[config.mk]
export PLATFORM = sky130hd
export DESIGN_NAME = operand_queue
export DESIGN_NICKNAME = d
export VERILOG_FILES = /design/src/logic/opq_pkg.sv /design/src/logic/operand_queue.sv /design/src/logic/opq_credit_counter.sv /design/src/logic/opq_extender.sv /design/src/logic/opq_fifo.sv /design/src/logic/opq_sequencer.sv
export SDC_FILE = /design/constraint.sdc
export NUM_CORES = 1
export LEC_CHECK = 0
export BUFFER_PORTS_ARGS = -buffer_cell sky130_fd_sc_hd__buf_2
export CELL_PAD_IN_SITES_DETAIL_PLACEMENT = 1
export CELL_PAD_IN_SITES_GLOBAL_PLACEMENT = 1
export CORE_MARGIN = 4
export CORE_UTILIZATION = 47
export CTS_CLUSTER_SIZE = 14
export DETAILED_ROUTE_END_ITERATION = 8
export PLACE_DENSITY = 0.81
export SLEW_MARGIN = 20
export SYNTH_ARGS = -nofsm -noshare
export SYNTH_HDL_FRONTEND = slang
export SYNTH_SLANG_ARGS = --single-unit
[constraint.sdc]
create_clock -name clk_i -period 8.15 [get_ports clk_i]
set_input_delay 1.2225 -clock clk_i [delete_from_list [all_inputs] [get_ports clk_i]]
set_output_delay 1.2225 -clock clk_i [all_outputs]
set_load 0.03 [all_outputs]
[src/logic/opq_pkg.sv]
// Operand queue definitions

package opq_pkg;

  //////////////////////////////////////////////////////////////////////
  // Widths and depths
  //////////////////////////////////////////////////////////////////////

  localparam int unsigned ElenW = 64;
  localparam int unsigned ElenBytes = 8;
  localparam int unsigned SelW = 3;
  localparam int unsigned VlW = 16;

  localparam int unsigned CmdBufDepth = 2;
  localparam int unsigned DataBufDepth = 2;

  // Functional units that may take an operand
  localparam int unsigned NrConsumers = 2;

  //////////////////////////////////////////////////////////////////////
  // Basic types
  //////////////////////////////////////////////////////////////////////

  typedef logic [ElenW-1:0] elen_t;
  typedef logic [VlW-1:0] vlen_t;

  // Source element width, encoded as log2 of the byte count
  typedef enum logic [1:0] {
    EW8  = 2'd0,
    EW16 = 2'd1,
    EW32 = 2'd2,
    EW64 = 2'd3
  } ew_e;

  typedef enum logic [2:0] {
    ConvNone  = 3'd0,
    ConvSExt2 = 3'd1,
    ConvSExt4 = 3'd2,
    ConvSExt8 = 3'd3,
    ConvZExt2 = 3'd4,
    ConvZExt4 = 3'd5,
    ConvZExt8 = 3'd6
  } opq_conv_e;

  typedef enum logic {
    FuAluSldu     = 1'b0,
    FuMfpuAddrgen = 1'b1
  } target_fu_e;

  //////////////////////////////////////////////////////////////////////
  // Command and operand
  //////////////////////////////////////////////////////////////////////

  // One command from the operand requester
  typedef struct packed {
    opq_conv_e  conv;
    ew_e        eew;
    target_fu_e target_fu;
    vlen_t      vl;
  } opq_cmd_t;

  // Word handed to the functional units
  typedef struct packed {
    elen_t      data;
    target_fu_e target_fu;
  } opq_operand_t;

endpackage : opq_pkg

[src/logic/operand_queue.sv]
// Vector lane operand queue

`timescale 1ns/1ps

module operand_queue import opq_pkg::*; (
  input  logic                   clk_i,
  input  logic                   rst_ni,
  // Operand requester commands
  input  opq_cmd_t               cmd_i,
  input  logic                   cmd_valid_i,
  // Register file words
  input  elen_t                  operand_i,
  input  logic                   operand_valid_i,
  input  logic                   operand_issued_i,
  output logic                   operand_queue_ready_o,
  // Functional units
  output opq_operand_t           operand_o,
  output logic                   operand_valid_o,
  input  logic [NrConsumers-1:0] operand_ready_i
);

  opq_cmd_t        cmd;
  elen_t           data;
  elen_t           conv_data;
  logic            cmd_empty, data_empty;
  logic            cmd_pop, data_pop;
  logic [SelW-1:0] select;

  //////////////////////////////////////////////////////////////////////
  // Buffers
  //////////////////////////////////////////////////////////////////////

  opq_fifo #(
    .payload_t(opq_cmd_t),
    .Depth    (CmdBufDepth)
  ) i_cmd_buffer (
    .clk_i  (clk_i),
    .rst_ni (rst_ni),
    .push_i (cmd_valid_i),
    .data_i (cmd_i),
    .pop_i  (cmd_pop),
    .data_o (cmd),
    .empty_o(cmd_empty),
    .full_o ()
  );

  opq_fifo #(
    .payload_t(elen_t),
    .Depth    (DataBufDepth)
  ) i_data_buffer (
    .clk_i  (clk_i),
    .rst_ni (rst_ni),
    .push_i (operand_valid_i),
    .data_i (operand_i),
    .pop_i  (data_pop),
    .data_o (data),
    .empty_o(data_empty),
    .full_o ()
  );

  // Credits keep the data buffer from overflowing
  opq_credit_counter i_credit_counter (
    .clk_i     (clk_i),
    .rst_ni    (rst_ni),
    .issued_i  (operand_issued_i),
    .consumed_i(data_pop),
    .ready_o   (operand_queue_ready_o)
  );

  //////////////////////////////////////////////////////////////////////
  // Conversion and sequencing
  //////////////////////////////////////////////////////////////////////

  opq_extender i_extender (
    .operand_i(data),
    .conv_i   (cmd.conv),
    .eew_i    (cmd.eew),
    .select_i (select),
    .operand_o(conv_data)
  );

  opq_sequencer i_sequencer (
    .clk_i          (clk_i),
    .rst_ni         (rst_ni),
    .cmd_i          (cmd),
    .cmd_empty_i    (cmd_empty),
    .data_empty_i   (data_empty),
    .operand_ready_i(operand_ready_i),
    .operand_valid_o(operand_valid_o),
    .select_o       (select),
    .cmd_pop_o      (cmd_pop),
    .data_pop_o     (data_pop)
  );

  assign operand_o.data      = conv_data;
  assign operand_o.target_fu = cmd.target_fu;

endmodule : operand_queue

[src/logic/opq_credit_counter.sv]
// Data buffer credit counter

`timescale 1ns/1ps

module opq_credit_counter import opq_pkg::*; (
  input  logic clk_i,
  input  logic rst_ni,
  input  logic issued_i,
  input  logic consumed_i,
  output logic ready_o
);

  // Words issued to the register file and not yet popped
  logic [$clog2(DataBufDepth + 1)-1:0] credit_d, credit_q;

  always_comb begin : p_credit
    credit_d = credit_q;
    if (issued_i && !consumed_i) begin
      credit_d = credit_q + 1'b1;
    end else if (consumed_i && !issued_i) begin
      credit_d = credit_q - 1'b1;
    end
  end : p_credit

  always_ff @(posedge clk_i or negedge rst_ni) begin : p_credit_ff
    if (!rst_ni) begin
      credit_q <= '0;
    end else begin
      credit_q <= credit_d;
    end
  end : p_credit_ff

  // Another issue is allowed while a buffer slot is still free
  assign ready_o = (credit_q < DataBufDepth);

endmodule : opq_credit_counter

[src/logic/opq_extender.sv]
// Integer widening of operand words

`timescale 1ns/1ps

module opq_extender import opq_pkg::*; (
  input  elen_t           operand_i,
  input  opq_conv_e       conv_i,
  input  ew_e             eew_i,
  input  logic [SelW-1:0] select_i,
  output elen_t           operand_o
);

  // Selected part of the word, lowest source element at bit 0
  elen_t src;
  logic  sext;

  assign src  = operand_i >> {select_i, 3'b000};
  assign sext = (conv_i == ConvSExt2) || (conv_i == ConvSExt4) || (conv_i == ConvSExt8);

  always_comb begin : p_widen
    // Pass-through unless a widening is requested
    operand_o = operand_i;

    unique case (conv_i)
      ConvSExt2, ConvZExt2: begin
        unique case (eew_i)
          EW8: begin
            for (int e = 0; e < 4; e++) begin
              operand_o[16*e +: 16] = {{8{sext && src[8*e+7]}}, src[8*e +: 8]};
            end
          end
          EW16: begin
            for (int e = 0; e < 2; e++) begin
              operand_o[32*e +: 32] = {{16{sext && src[16*e+15]}}, src[16*e +: 16]};
            end
          end
          EW32: operand_o = {{32{sext && src[31]}}, src[31:0]};
          default: ;
        endcase
      end

      ConvSExt4, ConvZExt4: begin
        unique case (eew_i)
          EW8: begin
            for (int e = 0; e < 2; e++) begin
              operand_o[32*e +: 32] = {{24{sext && src[8*e+7]}}, src[8*e +: 8]};
            end
          end
          EW16: operand_o = {{48{sext && src[15]}}, src[15:0]};
          default: ;
        endcase
      end

      // Only bytes can grow by eight
      ConvSExt8, ConvZExt8: begin
        if (eew_i == EW8) begin
          operand_o = {{56{sext && src[7]}}, src[7:0]};
        end
      end

      default: ;
    endcase
  end : p_widen

endmodule : opq_extender

[src/logic/opq_fifo.sv]
// Synchronous circular buffer

`timescale 1ns/1ps

module opq_fifo #(
  parameter type         payload_t = logic,
  parameter int unsigned Depth     = 2
) (
  input  logic     clk_i,
  input  logic     rst_ni,
  input  logic     push_i,
  input  payload_t data_i,
  input  logic     pop_i,
  output payload_t data_o,
  output logic     empty_o,
  output logic     full_o
);

  localparam int unsigned PtrW = (Depth > 1) ? $clog2(Depth) : 1;
  localparam int unsigned CntW = $clog2(Depth + 1);

  payload_t mem_q [Depth];

  logic [PtrW-1:0] wr_ptr_q, rd_ptr_q;
  logic [CntW-1:0] usage_q;
  logic            do_push, do_pop;

  // Guard against overrun and underrun
  assign do_push = push_i && !full_o;
  assign do_pop  = pop_i && !empty_o;

  assign empty_o = (usage_q == '0);
  assign full_o  = (usage_q == CntW'(Depth));

  // Head of the queue, not fall-through
  assign data_o = mem_q[rd_ptr_q];

  //////////////////////////////////////////////////////////////////////
  // Pointers and occupancy
  //////////////////////////////////////////////////////////////////////

  always_ff @(posedge clk_i or negedge rst_ni) begin : p_ctrl
    if (!rst_ni) begin
      wr_ptr_q <= '0;
      rd_ptr_q <= '0;
      usage_q  <= '0;
    end else begin
      if (do_push) begin
        if (wr_ptr_q == PtrW'(Depth - 1)) begin
          wr_ptr_q <= '0;
        end else begin
          wr_ptr_q <= wr_ptr_q + 1'b1;
        end
      end
      if (do_pop) begin
        if (rd_ptr_q == PtrW'(Depth - 1)) begin
          rd_ptr_q <= '0;
        end else begin
          rd_ptr_q <= rd_ptr_q + 1'b1;
        end
      end
      // Occupancy only moves when exactly one side acts
      if (do_push && !do_pop) begin
        usage_q <= usage_q + 1'b1;
      end else if (do_pop && !do_push) begin
        usage_q <= usage_q - 1'b1;
      end
    end
  end : p_ctrl

  // Storage
  always_ff @(posedge clk_i) begin : p_mem
    if (do_push) begin
      mem_q[wr_ptr_q] <= data_i;
    end
  end : p_mem

endmodule : opq_fifo

[src/logic/opq_sequencer.sv]
// Operand queue output sequencer

`timescale 1ns/1ps

module opq_sequencer import opq_pkg::*; (
  input  logic                   clk_i,
  input  logic                   rst_ni,
  input  opq_cmd_t               cmd_i,
  input  logic                   cmd_empty_i,
  input  logic                   data_empty_i,
  input  logic [NrConsumers-1:0] operand_ready_i,
  output logic                   operand_valid_o,
  output logic [SelW-1:0]        select_o,
  output logic                   cmd_pop_o,
  output logic                   data_pop_o
);

  logic [SelW-1:0] select_d, select_q;
  vlen_t           elem_cnt_d, elem_cnt_q;
  logic [1:0]      widen_log2;
  logic [SelW:0]   step;
  logic [SelW:0]   select_sum;
  vlen_t           elems;
  logic [VlW:0]    cnt_sum;
  logic            transfer;

  //////////////////////////////////////////////////////////////////////
  // Output handshake
  //////////////////////////////////////////////////////////////////////

  assign operand_valid_o = !cmd_empty_i && !data_empty_i;
  assign transfer        = operand_valid_o && |operand_ready_i;
  assign select_o        = select_q;

  // log2 of the widening factor
  always_comb begin : p_factor
    unique case (cmd_i.conv)
      ConvSExt2, ConvZExt2: widen_log2 = 2'd1;
      ConvSExt4, ConvZExt4: widen_log2 = 2'd2;
      ConvSExt8, ConvZExt8: widen_log2 = 2'd3;
      default:              widen_log2 = 2'd0;
    endcase
  end : p_factor

  // Bytes of the source word used per output word, a full word for pass-through
  assign step = (SelW + 1)'(ElenBytes) >> widen_log2;
  // Elements carried by each output word
  assign elems = vlen_t'(ElenBytes) >> ({1'b0, cmd_i.eew} + {1'b0, widen_log2});

  // Carry out of the select marks a consumed source word
  assign select_sum = {1'b0, select_q} + step;
  assign cnt_sum    = {1'b0, elem_cnt_q} + {1'b0, elems};

  //////////////////////////////////////////////////////////////////////
  // Advance, pop and end of command
  //////////////////////////////////////////////////////////////////////

  always_comb begin : p_seq
    select_d   = select_q;
    elem_cnt_d = elem_cnt_q;
    cmd_pop_o  = 1'b0;
    data_pop_o = 1'b0;

    if (transfer) begin
      select_d   = select_sum[SelW-1:0];
      elem_cnt_d = cnt_sum[VlW-1:0];
      data_pop_o = select_sum[SelW];

      // Command done, drop the rest of the word as well
      if (cnt_sum >= {1'b0, cmd_i.vl}) begin
        cmd_pop_o  = 1'b1;
        data_pop_o = 1'b1;
        select_d   = '0;
        elem_cnt_d = '0;
      end
    end
  end : p_seq

  always_ff @(posedge clk_i or negedge rst_ni) begin : p_seq_ff
    if (!rst_ni) begin
      select_q   <= '0;
      elem_cnt_q <= '0;
    end else begin
      select_q   <= select_d;
      elem_cnt_q <= elem_cnt_d;
    end
  end : p_seq_ff

endmodule : opq_sequencer

## After elaboration in Yosys (flattened, before gate mapping)

Memories as Yosys holds them, arrays and structs flattened.
Index checks and enable logic that the tools add are counted.

| storage, ports and cells | value |
|---|---|
| register bits | 29 |
| bits in writable memories | 172 |
| bits of input ports | 93 |
| output and inout bits | 67 |
| word-level logic and storage cells | 102 |
| memories kept | 2 |

Memories:

| memory | words | bits a word | rd ports | clocked after memory_dff | wr ports | RTL line | source |
|---|---|---|---|---|---|---|---|
| i_data_buffer.mem_q | 2 | 64 | 1 | 0 | 1 | opq_fifo.sv:22 | `payload_t mem_q [Depth];` |
| i_cmd_buffer.mem_q | 2 | 22 | 1 | 0 | 1 | opq_fifo.sv:22 |  |

| operators by class | value |
|---|---|
| add/sub/neg operators | 13 |
| $lt $le $gt $ge | 2 |
| equality and inequality tests | 10 |
| shifts and indexed selects | 3 |
| multiplexer cells | 25 |
| reduce and logical (&&, ||, !) cells | 38 |

Operator list:

| cell | count |
|---|---|
| $pmux W64 S3 | 2 |
| $pmux W64 S2 | 1 |
| $mux W64 | 1 |
| $shr A64 B6 Y32 | 1 |
| $add A16 B16 Y17 | 1 |
| $ge A17 B16 Y1 | 1 |
| $logic_and A1 B1 Y1 | 16 |
| $mux W16 | 1 |
| $shr A4 B3 Y16 const A | 1 |
| $mux W1 | 12 |
| $mux W2 | 6 |
| $logic_not A1 Y1 | 10 |
| $eq A3 B3 Y1 const B | 3 |
| $reduce_or A2 Y1 | 4 |
| $add A2 B1 Y2 const B | 3 |
| $eq A2 B2 Y1 const B | 3 |
| $eq A3 B2 Y1 const B | 2 |
| $logic_not A2 Y1 | 3 |
| $pmux W2 S3 | 1 |
| $reduce_bool A2 Y1 | 3 |
| $sub A2 B1 Y2 const B | 3 |
| $add A1 B1 Y1 const B | 4 |
| $add A3 B4 Y4 | 1 |
| $shr A4 B2 Y4 const A | 1 |
| other kinds (6) | 7 |

## Depth between registers and ports, before layout

An unclocked memory read counts as a cell.

| depth | value |
|---|---|
| depth after elaboration | 14 |
| depth in mapped cells | 34 |
| depth with buffers taken out | 29 |

## Cells and area by module

From an unflattened synthesis, not the netlist that was laid out.

| second synthesis, totals | value |
|---|---|
| cells, all modules | 1,129 |
| area, all modules | 12,924.9 um^2 |

By module, submodules not included:

| module | times used | cells an instance | area each (um^2) | seq. area each (um^2) |
|---|---|---|---|---|
| opq_fifo (i_data_buffer) | 1 | 218 | 5,021.1 | 3,943.8 |
| opq_extender | 1 | 597 | 4,185.3 | 0.0 |
| opq_sequencer | 1 | 218 | 1,830.5 | 475.5 |
| opq_fifo (i_cmd_buffer) | 1 | 87 | 1,788.0 | 1,421.4 |
| opq_credit_counter | 1 | 9 | 100.1 | 50.0 |

## Worst setup path after synthesis

OpenSTA, ideal clock, no wires.

| path | value |
|---|---|
| path type | register -> register |
| start point | register i_cmd_buffer.rd_ptr_q |
| end point | register i_data_buffer.usage_q[1] |
| setup time | 0.080 ns |
| arrival time | 6.241 ns |
| required time | 8.070 ns |
| slack | 1.829 ns |
| stages on the path, launching flop included | 29 |
| path buffers | 6 |
| period minus slack after synthesis | 6.321 ns |
| cell sequence | dfrtp_1 > clkbuf_1 > buf_2 > mux2i_1 > inv_1 > clkbuf_1 > buf_2 > buf_1 > ha_1 > inv_1 > fa_1 > nor3b_1 > ha_1 > a21o_1 > a21oi_1 > nor2b_1 > o21a_1 > nand3_1 > xnor2_1 > ha_1 > and4_1 > a221o_1 > a31oi_1 > o31ai_1 > clkbuf_1 > o21ai_0 > ha_1 > nor2_1 > xnor2_1 |

| on the way | value |
|---|---|
| cells in the longest elaborated chain, start to end | 14 |
| elaborated cells between the ends (all ways) | 25 |
| classes of those cells | add/sub: 3; order compare: 1; eq/ne: 6; shift: 2; mux: 4; reduce/logical: 8; memory: 1 |

RTL lines:

| element | RTL line | source |
|---|---|---|
| start, declared | opq_fifo.sv:24 | `logic [PtrW-1:0] wr_ptr_q, rd_ptr_q;` |
| start signal, assigned | opq_fifo.sv:59 | `rd_ptr_q <= rd_ptr_q + 1'b1;` |
| $mem_v2 Z2 W22 (*) | -- |  |
| $eq A3 B3 Y1, or another cell as far along | opq_sequencer.sv:37 | `unique case (cmd_i.conv)` |
| $reduce_or A2 Y1 | opq_sequencer.sv:37 |  |
| $pmux W2 S3 | opq_sequencer.sv:37 |  |
| $add A2 B2 Y3 | opq_sequencer.sv:48 | `assign elems = vlen_t'(ElenBytes) >> ({1'b0, cmd_i.eew} + {1'b0, widen_log2});` |
| $shr A4 B3 Y16 | opq_sequencer.sv:48 |  |
| $add A16 B16 Y17 | opq_sequencer.sv:52 | `assign cnt_sum = {1'b0, elem_cnt_q} + {1'b0, elems};` |
| $ge A17 B16 Y1 | opq_sequencer.sv:70 | `if (cnt_sum >= {1'b0, cmd_i.vl}) begin` |
| $mux W1 (*) | opq_sequencer.sv:70 |  |
| $mux W1 (*) | opq_sequencer.sv:64 | `if (transfer) begin` |
| $logic_and A1 B1 Y1 (*) | opq_fifo.sv:30 | `assign do_pop = pop_i && !empty_o;` |
| $logic_not A1 Y1 | opq_fifo.sv:63 | `if (do_push && !do_pop) begin` |
| $logic_and A1 B1 Y1 | opq_fifo.sv:63 |  |
| $mux W2 / $reduce_bool A2 Y1 (equally long branches) | -- |  |
| end signal, assigned | opq_fifo.sv:64 | `usage_q <= usage_q + 1'b1;` |
| end signal, assigned | opq_fifo.sv:66 | `usage_q <= usage_q - 1'b1;` |
| end, declared | opq_fifo.sv:25 | `logic [CntW-1:0] usage_q;` |

Every way passes the cells marked *; elsewhere a longest branch is shown, timed or not.
A chain may end at the register's enable or synchronous reset.

## Worst setup path in the final report

| path | value |
|---|---|
| start point | register i_cmd_buffer.rd_ptr_q |
| end point | register i_cmd_buffer.usage_q[1] |

| on the way | value |
|---|---|
| cells in the longest elaborated chain, start to end | 14 |
| elaborated cells between the ends (all ways) | 23 |
| classes of those cells | add/sub: 2; order compare: 1; eq/ne: 6; shift: 1; mux: 4; reduce/logical: 8; memory: 1 |

RTL lines:

| element | RTL line |
|---|---|
| $mem_v2 Z2 W22 (*) | -- |
| $eq A3 B3 Y1, or another cell as far along | opq_sequencer.sv:37 |
| $reduce_or A2 Y1 | opq_sequencer.sv:37 |
| $pmux W2 S3 | opq_sequencer.sv:37 |
| $add A2 B2 Y3 | opq_sequencer.sv:48 |
| $shr A4 B3 Y16 | opq_sequencer.sv:48 |
| $add A16 B16 Y17 | opq_sequencer.sv:52 |
| $ge A17 B16 Y1 (*) | opq_sequencer.sv:70 |
| $mux W1 (*) | opq_sequencer.sv:70 |
| $mux W1 (*) | opq_sequencer.sv:64 |
| $logic_and A1 B1 Y1 (*) | opq_fifo.sv:30 |
| $logic_not A1 Y1 | opq_fifo.sv:63 |
| $logic_and A1 B1 Y1 | opq_fifo.sv:63 |
| $mux W2 / $reduce_bool A2 Y1 (equally long branches) | -- |
| end signal, assigned | opq_fifo.sv:64 |
| end signal, assigned | opq_fifo.sv:66 |
| end, declared | opq_fifo.sv:25 |

Marked as above.

==> flow_summary.yaml <==
run_status:
  status: "finished, final reports clean"
timing:
  finClkSkew_ns: 0.0112
  max_slew.worst_pin.slew_ns: 1.09
  fmax_mhz: 136
  drv_slew: 0
  period_minus_slack_ns: 7.38
  finalHoldViolations: 0
  fin_setup_tns_ns: 0
  setup_viol: 0
  max-slew-margin-rel_pct: 27.4
  period_share_pct: 90.5
  rsz0062_at_grt: "false"
logic_synthesis:
  syn_avg_cell_area_um2: 11.0
  yosys.area.top_type_share_pct: 42.4
  yosys_warnings: 0
  synthTopCellsByArea: "edfxtp_1, mux2i_1, dfrtp_1"
  yosys.area.top_type: "edfxtp_1"
  ys.flop_type: "edfxtp_1"
  synth_edf_count: 172
  synthArstFlopShare_pct: 14.4
  syn-num-nets: 1234
  synth_area_um2: 12200
  synth_seq_cells: 201
  synth_cells: 1111
  yosysUniqueCellTypes: 71
  ys_seq_area_share_pct: 48.3
cts:
  cts_setup_buffers: 0
  htreeDepth: 1
  ctsHoldBuffers: 0
  clock-sinks: 201
  cts_root_buf: "clkbuf_16"
  cts.clk_slew.worst_paths_ns: 0.06
  clockBufferDepth: 3
  cts_resized: 0
  cts_tree: "done"
  clkLatencyLatePin_ns: 0.53
  cts_inserted_buffers: 22
floorplan:
  coreArea_um2: 25300
  ios: 160
  dieHeight_um: 169
  die-width_um: 169
  initial_core_util_pct: 48.2
  fp-row-count: 58
  die_area_um2: 28600
place:
  gp_congestion: 0.904
  hpwlAfterDp_mm: 28.2
  port_buffers: 159
worst_setup_path:
  cp.arrival_ns: 7.82
  r2r_end: "i_cmd_buffer.usage_q[1]"
  rrSetupSlack_ns: 0.77
  reg2regPathDepth: 25
  cp-end-kind: "flip-flop"
  worstPathRequired_ns: 8.59
  critical_path.max_stage_delay_ns: 0.65
  path_class: "flip-flop to flip-flop"
  crit_end: "i_cmd_buffer.usage_q[1]"
  critPathSlowestCell: "dfrtp_1"
  critPathMaxFanout: 21
  startpoint_type: "flip-flop"
  r2r-start: "i_cmd_buffer.rd_ptr_q"
  startpoint: "i_cmd_buffer.rd_ptr_q"
cells_and_area:
  layout_commonest_cell: "edfxtp_1"
  fin_util_pct: 55.4
  nets: 1360
  insertedDiodeCount: 0
  final_cell_mix: "edfxtp_1, buf_2, nand2_1"
  drive_above_1_share_pct: 22.7
  area_growth_pct: 15.1
global_routing:
  grt_max_degree: 65
  grt_pass1_wl_mm: 60.5
  antenna_found_initial: 1
  grt_overflow: 0
  grt_pass1_vias: 10265
  grt_usage_pct: 27.0
power_and_ir_drop:
  power.internal_mw: 3.53
  power-per-cell-area_nw_per_um2: 503
  leakagePower_nw: 5.54
  netSwitchingPower_mw: 3.54
  peakVddDrop_v: 0.000312
  swShare_pct: 50.1
  comb_power_share_pct: 61.9
  pwr-share-seq_pct: 22.6
  clock_power_share_pct: 15.5
route:
  via_per_inst: 6.37
  wire_per_inst_um: 25.1
  drtIter0Drc: 1028
  vias: 10085
  postRouteAntennaNets: 0
  drc_errors: 0
  first_pass_iters: 5
  routed_wl_mm: 39.7
job:
  max_cap_viol_count: 0
min_path:
  hp-class: "flip-flop to flip-flop"
-- worst max-delay path, delay by kind of cell (launching register included) --
kind / cells / cell delay, ns
simple gates: 9 / 1.62
buf+inv: 3 / 0.85
compound gates: 5 / 1.57
fa+ha+maj: 4 / 1.41
flops: 1 / 0.65
xor+xnor: 3 / 0.55
mux: 1 / 0.62
-- state kept, by name, summed over array words and instances (netlist names) --
signal,cells
i_data_buffer.wr_ptr_q,1
i_cmd_buffer.rd_ptr_q,1
i_cmd_buffer.wr_ptr_q,1
i_credit_counter.credit_q,2
i_data_buffer.usage_q,2
i_sequencer.select_o,3
i_cmd_buffer.usage_q,2
i_data_buffer.mem_q,128
i_cmd_buffer.mem_q,44
i_sequencer.elem_cnt_q,16
i_data_buffer.rd_ptr_q,1
-- cells in the mapped netlist, drive strengths merged, types with 7 or more instances --
master  count
o21ai      81
nand2     124
xnor2      25
mux2       22
dfrtp      29
mux2i      85
o31ai      13
o21a        7
nand2b     10
nor2       63
inv        21
buf        36
edfxtp    172
ha         27
o22ai      18
nor3       15
nand3      22
clkbuf     40
o221ai     23
mux4       32
a211oi     17
a21oi      95
a21o       22
and2        7
-- final cells by class --
cell class,instances,area [um^2]
sequential,201,5900
clock buffer,28,593
tap,330,413
inverter,23,86.3
clock inverter,12,210
multi-input combinational,811,5910
timing repair buffer,178,938
fill,2731,11300
-- layer usage --
metal / GRT usage [%] / vias up / wire length [um]
li1: - / 4530 / -
met1: 38.2 / 5029 / 16700
met2: 43.0 / 460 / 18700
met3: 5.58 / 66 / 3310
met4: 6.62 / 0 / 957
met5: 0 / - / 0
-- power groups by stage --
stage	Clock [mW]	Sequential (mW)	Combinational [mW]
finish	1.09	1.59	4.37
CTS	1.12	1.60	4.32
global route	1.16	1.62	4.66
floorplan	0	1.52	3.13
detailed placement	0	1.61	4.28
global placement	0	1.59	4.17
-- how the worst min path moves through the flow --
stage / slack (ns) / to / startpoint / cells after the start
final: 0.50 / i_sequencer.elem_cnt_q[2] / i_sequencer.elem_cnt_q[2] / 2
after detailed placement: 0.49 / i_sequencer.elem_cnt_q[2] / i_sequencer.elem_cnt_q[2] / 2
after floorplan: 0.46 / i_sequencer.elem_cnt_q[0] / i_sequencer.elem_cnt_q[0] / 2
after global routing: 0.54 / i_credit_counter.credit_q[0] / i_credit_counter.credit_q[0] / 1
after CTS: 0.50 / i_sequencer.elem_cnt_q[0] / i_sequencer.elem_cnt_q[0] / 2
after global placement: 0.48 / i_sequencer.elem_cnt_q[2] / i_sequencer.elem_cnt_q[2] / 2
-- per-stage QoR --
stage | hold WS [ns] | instance area [um^2] | worst slack (ns) | instances | power, mW
2_1_floorplan | 0.455 | 12200 | 1.83 | 1111 | 4.65
3_3_place_gp | 0.480 | 13200 | 1.35 | 1543 | 5.76
3_5_place_dp | 0.487 | 13200 | 0.874 | 1543 | 5.89
4_1_cts | 0.502 | 14000 | 0.839 | 1583 | 7.03
5_1_grt | 0.539 | 14000 | 0.149 | 1583 | 7.44
6_report | 0.498 | 14000 | 0.771 | 1583 | 7.06
-- cells by family after synthesis --
family,count (synthesis),share of synthesized area [%]
adders and majority gates,32,3.43
buffers and inverters,99,3.45
xor gates and xnor gates,31,2.23
and+or+nand+nor,273,9.95
DFF,201,48.3
AOI/OAI and AO/OA,336,17.7
muxes,139,14.9
No activity file was read; power rests on OpenSTA's default activity.
